<file path="src/source/maze_render_pkg.sv">
`default_nettype none

package maze_render_pkg;

    typedef logic [9:0] coord_t;
    typedef logic [3:0] channel_t;

    typedef struct packed {
        channel_t r;
        channel_t g;
        channel_t b;
    } rgb_t;

    typedef enum logic [1:0] {
        dir_right = 2'd0,
        dir_left  = 2'd1,
        dir_up    = 2'd2,
        dir_down  = 2'd3
    } dir_e;

    typedef enum logic [2:0] {
        state_idle    = 3'd0,
        state_playing = 3'd1,
        state_win     = 3'd2,
        state_lose    = 3'd3
    } game_state_e;

    // top-left corner of a sprite box and the way it faces
    typedef struct packed {
        coord_t x;
        coord_t y;
        dir_e   dir;
    } sprite_pos_t;

    typedef struct packed {
        coord_t      x;
        coord_t      y;
        logic        active;
        game_state_e state;
    } pixel_req_t;

    typedef struct packed {
        logic wall;
        rgb_t colour;
    } maze_px_t;

    typedef struct packed {
        logic hit;
        rgb_t colour;
    } sprite_px_t;

    // tiles and sprites share one edge length, the masks below are drawn for 8
    localparam int TILE_SIZE = 8;

    typedef logic [$clog2(TILE_SIZE)-1:0]   offset_t;
    typedef logic [2*$clog2(TILE_SIZE)-1:0] mask_idx_t;
    typedef logic [TILE_SIZE*TILE_SIZE-1:0] sprite_mask_t;

    // one byte per row with row 7 leftmost in the literal
    // bit 0 of each byte is the leftmost column on screen
    localparam sprite_mask_t PLAYER_MASK_F0 = 64'h3C7E_3F0F_0F3F_7E3C;
    localparam sprite_mask_t PLAYER_MASK_F1 = 64'h3C7E_FFFF_FFFF_7E3C;

    // the skirt in the bottom row alternates between the two frames
    localparam sprite_mask_t GHOST_MASK_F0 = 64'h6DFF_FFFF_FFFF_7E3C;
    localparam sprite_mask_t GHOST_MASK_F1 = 64'hB6FF_FFFF_FFFF_7E3C;

    localparam sprite_mask_t SCLERA_MASK = 64'h0000_0066_6666_0000;

    // indexed by dir_e, every pupil sits inside the sclera
    localparam sprite_mask_t PUPIL_MASK [4] = '{
        64'h0000_0044_4400_0000,
        64'h0000_0022_2200_0000,
        64'h0000_0000_0066_0000,
        64'h0000_0066_0000_0000
    };

    localparam sprite_mask_t DOT_MASK     = 64'h0000_0018_1800_0000;
    localparam sprite_mask_t BIG_DOT_MASK = 64'h0000_3C3C_3C3C_0000;

    localparam rgb_t WALL_COLOUR       = '{r: 4'h2, g: 4'h2, b: 4'hf};
    localparam rgb_t BACKGROUND_COLOUR = '{r: 4'h0, g: 4'h0, b: 4'h0};
    localparam rgb_t DOT_COLOUR        = '{r: 4'hf, g: 4'hf, b: 4'hf};
    localparam rgb_t PLAYER_COLOUR     = '{r: 4'hf, g: 4'hf, b: 4'h0};

    localparam rgb_t GHOST_COLOURS [4] = '{
        '{r: 4'hf, g: 4'h0, b: 4'h0},
        '{r: 4'hf, g: 4'hb, b: 4'hd},
        '{r: 4'h0, g: 4'hf, b: 4'hf},
        '{r: 4'hf, g: 4'ha, b: 4'h2}
    };

    localparam rgb_t SCLERA_COLOUR = '{r: 4'hf, g: 4'hf, b: 4'hf};
    localparam rgb_t PUPIL_COLOUR  = '{r: 4'h1, g: 4'h1, b: 4'h8};

    // shown for any game state that has no picture of its own
    localparam rgb_t DEBUG_COLOUR = '{r: 4'h7, g: 4'h4, b: 4'hf};

endpackage

`default_nettype wire

</file>
<file path="src/source/animation_timer.sv">
`default_nettype none

module animation_timer #(
    parameter int PLAYER_FRAME_CYCLES = 16,
    parameter int GHOST_FRAME_CYCLES  = 24
) (
    input  logic clk,
    input  logic rst_n,
    output logic player_frame,
    output logic ghost_frame
);

    localparam int MAX_CYCLES = (PLAYER_FRAME_CYCLES > GHOST_FRAME_CYCLES) ?
                                PLAYER_FRAME_CYCLES : GHOST_FRAME_CYCLES;
    localparam int CNT_W = $clog2(MAX_CYCLES + 1);
    localparam int PERIOD [2] = '{PLAYER_FRAME_CYCLES, GHOST_FRAME_CYCLES};

    logic [1:0] frame;

    // entry 0 paces the player, entry 1 the ghosts
    for (genvar i = 0; i < 2; i++) begin : g_frame
        logic [CNT_W-1:0] count;
        logic             toggle;

        always_ff @(posedge clk or negedge rst_n) begin
            if (!rst_n) begin
                count  <= '0;
                toggle <= 1'b0;
            end else if (count == CNT_W'(PERIOD[i] - 1)) begin
                count  <= '0;
                toggle <= ~toggle;
            end else begin
                count <= count + 1'b1;
            end
        end

        assign frame[i] = toggle;
    end

    assign player_frame = frame[0];
    assign ghost_frame  = frame[1];

endmodule

`default_nettype wire

</file>
<file path="src/source/maze_layer.sv">
`default_nettype none

module maze_layer #(
    parameter int TILE_COLS = 8,
    parameter int TILE_ROWS = 6
) (
    input  logic                              clk,
    input  logic                              rst_n,
    input  maze_render_pkg::pixel_req_t       pixel,
    input  logic [TILE_COLS*TILE_ROWS-1:0]    walls,
    input  logic [TILE_COLS*TILE_ROWS-1:0]    dots,
    input  logic [TILE_COLS*TILE_ROWS-1:0]    big_dots,
    output maze_render_pkg::maze_px_t         maze
);

    import maze_render_pkg::*;

    localparam int NUM_TILES = TILE_COLS * TILE_ROWS;
    localparam int IDX_W     = (NUM_TILES > 1) ? $clog2(NUM_TILES) : 1;

    coord_t           tile_col;
    coord_t           tile_row;
    offset_t          off_x;
    offset_t          off_y;
    mask_idx_t        mask_idx;
    logic             in_maze;
    logic [IDX_W-1:0] tile_idx;
    maze_px_t         next;
    logic             wall_q;
    rgb_t             colour_q;

    assign tile_col = pixel.x >> $bits(offset_t);
    assign tile_row = pixel.y >> $bits(offset_t);
    assign off_x    = offset_t'(pixel.x);
    assign off_y    = offset_t'(pixel.y);
    assign mask_idx = {off_y, off_x};
    assign in_maze  = (tile_col < coord_t'(TILE_COLS)) && (tile_row < coord_t'(TILE_ROWS));
    assign tile_idx = IDX_W'(tile_col + tile_row * coord_t'(TILE_COLS));

    // a big dot hides a plain dot on the same tile
    always_comb begin
        next = '{wall: 1'b0, colour: BACKGROUND_COLOUR};
        if (in_maze) begin
            if (walls[tile_idx]) begin
                next = '{wall: 1'b1, colour: WALL_COLOUR};
            end else if (big_dots[tile_idx]) begin
                if (BIG_DOT_MASK[mask_idx]) begin
                    next.colour = DOT_COLOUR;
                end
            end else if (dots[tile_idx] && DOT_MASK[mask_idx]) begin
                next.colour = DOT_COLOUR;
            end
        end
    end

    always_ff @(posedge clk or negedge rst_n) begin
        if (!rst_n) begin
            wall_q <= 1'b0;
        end else begin
            wall_q <= next.wall;
        end
    end

    always_ff @(posedge clk) begin
        colour_q <= next.colour;
    end

    assign maze = '{wall: wall_q, colour: colour_q};

endmodule

`default_nettype wire

</file>
<file path="src/source/sprite_layer.sv">
`default_nettype none

module sprite_layer #(
    parameter int NUM_GHOSTS = 4
) (
    input  logic                         clk,
    input  logic                         rst_n,
    input  maze_render_pkg::pixel_req_t  pixel,
    input  maze_render_pkg::sprite_pos_t player,
    input  maze_render_pkg::sprite_pos_t ghosts [NUM_GHOSTS],
    input  logic                         player_frame,
    input  logic                         ghost_frame,
    output maze_render_pkg::sprite_px_t  sprite
);

    import maze_render_pkg::*;

    typedef logic [$bits(coord_t):0] coord_ext_t;

    localparam offset_t EDGE = offset_t'(TILE_SIZE - 1);

    offset_t      px_col;
    offset_t      px_row;
    offset_t      rot_col;
    offset_t      rot_row;
    sprite_mask_t player_mask;
    logic         found;
    sprite_px_t   next;
    logic         hit_q;
    rgb_t         colour_q;

    // one extra bit keeps a box at the right or bottom edge from wrapping to zero
    function automatic logic in_box(coord_t px, coord_t py, sprite_pos_t pos);
        coord_ext_t x_end;
        coord_ext_t y_end;
        x_end = {1'b0, pos.x} + coord_ext_t'(TILE_SIZE);
        y_end = {1'b0, pos.y} + coord_ext_t'(TILE_SIZE);
        return (px >= pos.x) && ({1'b0, px} < x_end) &&
               (py >= pos.y) && ({1'b0, py} < y_end);
    endfunction

    function automatic offset_t rel_offset(coord_t p, coord_t origin);
        return offset_t'(p - origin);
    endfunction

    // pupils draw over the sclera, the sclera over the body
    function automatic sprite_px_t ghost_px(coord_t px, coord_t py, sprite_pos_t pos,
                                            logic frame, rgb_t body);
        mask_idx_t    idx;
        sprite_mask_t body_mask;
        sprite_mask_t pupil_mask;
        sprite_px_t   result;
        idx        = {rel_offset(py, pos.y), rel_offset(px, pos.x)};
        body_mask  = frame ? GHOST_MASK_F1 : GHOST_MASK_F0;
        pupil_mask = PUPIL_MASK[pos.dir];
        result.hit = body_mask[idx] | SCLERA_MASK[idx] | pupil_mask[idx];
        if (pupil_mask[idx]) begin
            result.colour = PUPIL_COLOUR;
        end else if (SCLERA_MASK[idx]) begin
            result.colour = SCLERA_COLOUR;
        end else begin
            result.colour = body;
        end
        return result;
    endfunction

    assign px_col = rel_offset(pixel.x, player.x);
    assign px_row = rel_offset(pixel.y, player.y);

    // the masks face right, other headings turn the lookup
    always_comb begin
        case (player.dir)
            dir_left: begin
                rot_col = EDGE - px_col;
                rot_row = px_row;
            end
            dir_up: begin
                rot_col = EDGE - px_row;
                rot_row = px_col;
            end
            dir_down: begin
                rot_col = px_row;
                rot_row = EDGE - px_col;
            end
            default: begin
                rot_col = px_col;
                rot_row = px_row;
            end
        endcase
    end

    assign player_mask = player_frame ? PLAYER_MASK_F1 : PLAYER_MASK_F0;

    // the first box that holds the pixel decides, even where its mask is clear
    always_comb begin
        found = 1'b0;
        next  = '{hit: 1'b0, colour: BACKGROUND_COLOUR};
        if (in_box(pixel.x, pixel.y, player)) begin
            found = 1'b1;
            next  = '{hit: player_mask[{rot_row, rot_col}], colour: PLAYER_COLOUR};
        end
        for (int i = 0; i < NUM_GHOSTS; i++) begin
            if (!found && in_box(pixel.x, pixel.y, ghosts[i])) begin
                found = 1'b1;
                next  = ghost_px(pixel.x, pixel.y, ghosts[i], ghost_frame, GHOST_COLOURS[i]);
            end
        end
    end

    always_ff @(posedge clk or negedge rst_n) begin
        if (!rst_n) begin
            hit_q <= 1'b0;
        end else begin
            hit_q <= next.hit;
        end
    end

    always_ff @(posedge clk) begin
        colour_q <= next.colour;
    end

    assign sprite = '{hit: hit_q, colour: colour_q};

endmodule

`default_nettype wire

</file>
<file path="src/source/pixel_compositor.sv">
`default_nettype none

module pixel_compositor (
    input  logic                        clk,
    input  logic                        rst_n,
    input  maze_render_pkg::pixel_req_t pixel,
    input  maze_render_pkg::maze_px_t   maze,
    input  maze_render_pkg::sprite_px_t sprite,
    output maze_render_pkg::rgb_t       rgb
);

    import maze_render_pkg::*;

    localparam rgb_t BLACK = '{r: 4'h0, g: 4'h0, b: 4'h0};

    logic        active_q;
    game_state_e state_q;
    rgb_t        next;

    // the layers answer one cycle late, so the control fields wait as well
    always_ff @(posedge clk or negedge rst_n) begin
        if (!rst_n) begin
            active_q <= 1'b0;
            state_q  <= state_idle;
        end else begin
            active_q <= pixel.active;
            state_q  <= pixel.state;
        end
    end

    // walls sit in front of sprites, sprites in front of dots and floor
    always_comb begin
        if (!active_q) begin
            next = BLACK;
        end else if (state_q != state_playing && state_q != state_win) begin
            next = DEBUG_COLOUR;
        end else if (sprite.hit && !maze.wall) begin
            next = sprite.colour;
        end else begin
            next = maze.colour;
        end
    end

    always_ff @(posedge clk or negedge rst_n) begin
        if (!rst_n) begin
            rgb <= BLACK;
        end else begin
            rgb <= next;
        end
    end

endmodule

`default_nettype wire

</file>
<file path="src/source/maze_renderer.sv">
`default_nettype none

module maze_renderer #(
    parameter int TILE_COLS           = 8,
    parameter int TILE_ROWS           = 6,
    parameter int NUM_GHOSTS          = 4,
    parameter int PLAYER_FRAME_CYCLES = 16,
    parameter int GHOST_FRAME_CYCLES  = 24
) (
    input  logic                           clk,
    input  logic                           rst_n,
    input  maze_render_pkg::pixel_req_t    pixel,
    input  logic [TILE_COLS*TILE_ROWS-1:0] walls,
    input  logic [TILE_COLS*TILE_ROWS-1:0] dots,
    input  logic [TILE_COLS*TILE_ROWS-1:0] big_dots,
    input  maze_render_pkg::sprite_pos_t   player,
    input  maze_render_pkg::sprite_pos_t   ghosts [NUM_GHOSTS],
    output maze_render_pkg::rgb_t          rgb
);

    import maze_render_pkg::*;

    logic       player_frame;
    logic       ghost_frame;
    maze_px_t   maze;
    sprite_px_t sprite;

    animation_timer #(
        .PLAYER_FRAME_CYCLES(PLAYER_FRAME_CYCLES),
        .GHOST_FRAME_CYCLES (GHOST_FRAME_CYCLES)
    ) i_animation_timer (
        .clk         (clk),
        .rst_n       (rst_n),
        .player_frame(player_frame),
        .ghost_frame (ghost_frame)
    );

    maze_layer #(
        .TILE_COLS(TILE_COLS),
        .TILE_ROWS(TILE_ROWS)
    ) i_maze_layer (
        .clk     (clk),
        .rst_n   (rst_n),
        .pixel   (pixel),
        .walls   (walls),
        .dots    (dots),
        .big_dots(big_dots),
        .maze    (maze)
    );

    sprite_layer #(
        .NUM_GHOSTS(NUM_GHOSTS)
    ) i_sprite_layer (
        .clk         (clk),
        .rst_n       (rst_n),
        .pixel       (pixel),
        .player      (player),
        .ghosts      (ghosts),
        .player_frame(player_frame),
        .ghost_frame (ghost_frame),
        .sprite      (sprite)
    );

    pixel_compositor i_pixel_compositor (
        .clk   (clk),
        .rst_n (rst_n),
        .pixel (pixel),
        .maze  (maze),
        .sprite(sprite),
        .rgb   (rgb)
    );

endmodule

`default_nettype wire

</file>
<file path="config.mk">
export PLATFORM = sky130hd
export DESIGN_NAME = maze_renderer
export DESIGN_NICKNAME = d
export VERILOG_FILES = /design/src/source/maze_render_pkg.sv /design/src/source/animation_timer.sv /design/src/source/maze_layer.sv /design/src/source/sprite_layer.sv /design/src/source/pixel_compositor.sv /design/src/source/maze_renderer.sv
export SDC_FILE = /design/constraint.sdc
export NUM_CORES = 1
export LEC_CHECK = 0
export ABC_AREA = 1
export BUFFER_PORTS_ARGS = -buffer_cell sky130_fd_sc_hd__buf_2
export CAP_MARGIN = 10
export CORE_MARGIN = 1.5
export CORE_UTILIZATION = 55
export CTS_CLUSTER_SIZE = 24
export DETAILED_ROUTE_END_ITERATION = 7
export PLACE_DENSITY_LB_ADDON = 0.25
export SLEW_MARGIN = 20
export SYNTH_ARGS = -nofsm -noshare
export SYNTH_HDL_FRONTEND = slang
export SYNTH_HIERARCHICAL = 1
export SYNTH_SLANG_ARGS = --single-unit
</file>
<file path="constraint.sdc">
create_clock -name clk -period 2.5 [get_ports clk]
set_clock_uncertainty 0.1 [all_clocks]
set_input_delay 0.625 -clock clk [delete_from_list [all_inputs] [get_ports clk]]
set_output_delay 0.625 -clock clk [all_outputs]
set_load 0.01 [all_outputs]
</file>
==> metrics.txt <==
Synth Warn #=6; worst slew pin tran=0.655 ns; DRT antenna net count=0; most common cell in the synthesized netlist=nand2_1; worst hold path class=input pin to asynchronous set/reset pin; gr ovfl total=0; slew margin rel.=0.563; commonest cells in the netlist=nand2_1, inv_1, ha_1; CP startpoint kind=input pin; final period utilization=1.08; Pwr Density=297 nW/um^2; gr usage total=0.334; row count=50; failing checks=setup timing; flops & latches, synth=40; post-layout min period=2.71 ns; Final Instance Count excl. Fillers=2423; fmax=0.369 GHz; Worst-path clk slew=0.06 ns; Seq/Total Area, Yosys=0.0896; I/O Buffers=291; drt pass-1 iters=5; WP data required=2.55 ns; initial antenna violation count=5; CTS tree=built; Power Total=4.35 mW; Synth area leaders=ha_1, nand2_1, nand3_1, inv_1, dfrtp_1; Core Util, Final=0.779; DP HPWL=28200 um; synthesized cell area=10600 um^2; io pins=292; P&R area growth vs syn=38.1%; Yosys top cell by area=ha_1; Crit Path Max Fanout=5; Post-synth top flop=dfrtp_1; Crit-path slowest cell=ha_1; run status=finished with violations; RSZ-0062 raised after global routing=yes; Placed Cells=2392; VDD IR max=0.285 mV; EDFF count, synth=0; clock tree buffer depth=2; Mapped Cells=1681; Synth cell types=46; top cell type's share of synthesized area=0.249; Synth Net Count=2183; Crit path arrival time=2.76 ns; Num CTS Buffers=5; Final Max Slew Viols=0; vias in the first global route=12653; initial DRC count=527; Setup-failing EPs final=9; crit-path cells=buf_4 -> ha_4 -> nand2_1 -> nor2_2 -> nand3_1 -> xor2_1 -> ha_1 -> nand2_2 -> or2_1 -> nand3_2 -> nor2_2 -> nand3_4 -> buf_4 -> nand3_4 -> nor2_4 -> nor2_1 -> nand3_1; Final WS setup=-0.208 ns; Wirelength per Cell=14.3 um; max_cap viols=0; Place WS=-0.583 ns; DRT Wirelength=34600 um; Post-Syn Area per Cell=6.31 um^2; die height=142 um; gpl congestion=0.969; Starting Density=0.564; largest net degree at the start of global routing=51; fraction of layout cells with a size suffix above 1=0.315; die width=142 um; crit-path max cell delay=0.31 ns; CTS H-tree lvls=2; P_leak=8.09 nW; total die area=20100 um^2; root buf cell=clkbuf_16; NumNets Final=2659; async set-or-reset flop fraction in the synthesized netlist=0.750; Crit. End Element=flip-flop; CORE AREA=18800 um^2; DRC errors left=0; via count=12893; global-route wire length before repair=55600 um; WS Path Type=input pin to flip-flop; routed vias/inst=5.32; # clock sinks=40; Final Hold Vio Count=0; clk_lat worst skew=0.28 ns
==> critical path: cells and delay by family <==
family                   cells  cell delay, ns
adder cells (fa/ha/maj)      2            0.44
buffers and inverters        2            0.28
XOR/XNOR                     1            0.15
AND/OR/NAND/NOR             12            1.26
==> path summary, 6_finish.rpt <==
kind / endpoint / slack (ns) / depth (start not counted) / from
min reg2reg: i_animation_timer/g_frame[1].count[0]$_DFF_PN0_ / 0.37 / 1 / i_animation_timer/g_frame[1].count[0]$_DFF_PN0_
min in group clk: i_pixel_compositor/state_q[1]$_DFF_PN0_ / 0.35 / 1 / pixel[1]
min: i_pixel_compositor/state_q[2]$_DFF_PN0_ / 0.27 / 1 / rst_n
max: i_sprite_layer/sprite[5]$_DFF_P_ / -0.21 / 17 / ghosts[71]
max in group asynchronous: i_animation_timer/g_frame[0].count[4]$_DFF_PN0_ / 1.60 / 1 / rst_n
max reg2reg: i_sprite_layer/hit_q$_DFF_PN0_ / 0.60 / 12 / i_animation_timer/ghost_frame$_DFFE_PN0N_
==> sequential cells by signal, summed over array words and instances, names as in the netlist <==
name and count:
i_maze_layer/maze 2, i_sprite_layer/sprite 8, i_maze_layer/wall_q 1, i_pixel_compositor/active_q 1, i_animation_timer/player_frame 1, i_pixel_compositor/rgb 12
i_animation_timer/ghost_frame 1, i_pixel_compositor/state_q 3, i_sprite_layer/hit_q 1, i_animation_timer/g_frame.count 10
==> stage by stage <==
| stage | cell area, um^2 | setup TNS, ns | hold WS, ns |
|---|---|---|---|
| global placement | 13800 | -4.69 | 0.357 |
| detailed placement | 13800 | -5.57 | 0.365 |
| finish | 14700 | -1.51 | 0.271 |
| floorplan | 10700 | -0.528 | 0.229 |
| CTS | 14400 | -0.655 | 0.293 |
| global route | 14700 | -2.62 | 0.338 |
==> metal layers <==
layer | wire, um | vias up | GRT usage
li1 | - | 6504 | -
met1 | 13600 | 5805 | 0.363
met2 | 17400 | 467 | 0.633
met3 | 1950 | 117 | 0.0412
met4 | 1710 | 0 | 0.171
met5 | 0 | - | 0
==> cell type report <==
type                       instances  area (um^2)
antenna                            5         12.5
clock buffer                       6          139
clock inverter                     2         33.8
fill                            1444         4170
inverter                         247          940
multi-input combinational       1349         8900
sequential                        40          951
tap                              260          325
timing repair buffer             514         3360
==> cells in the final DEF (no fill, tap or decap), drive strengths merged, types with 30 or more instances in the layout <==
master	netlist	final
a21oi	97	97
nand3	184	184
inv	245	245
xor2	48	48
nand2	387	387
ha	211	211
dfrtp	30	30
buf	43	513
o21ai	99	99
nor2	172	173
==> power by group <==
group          internal (mW)  switching [mW]  total [mW]
clock                  0.494           0.243       0.737
sequential             0.696          0.0394       0.735
combinational           1.30            1.59        2.88
total                   2.49            1.87        4.35
==> cells by family (layout without fill, tap and decap cells) <==
group,Yosys count,count (layout),share of synthesized area
flops,40,40,0.0896
simple gates,821,822,0.347
buf+inv,293,769,0.117
compound gates,244,244,0.127
xor+xnor,61,61,0.0503
other cells,0,5,0
fa+ha+maj,222,222,0.269
==> timing repair <==
item	in CTS	in global routing
hold buffers	0	0
setup buffers	10	7
pin swaps	55	42
gates resized for setup	87	56
endpoints found under the setup margin	10	12
endpoints found under the hold margin	0	0
gates cloned	1	0
No activity file was read; power rests on OpenSTA's default activity.
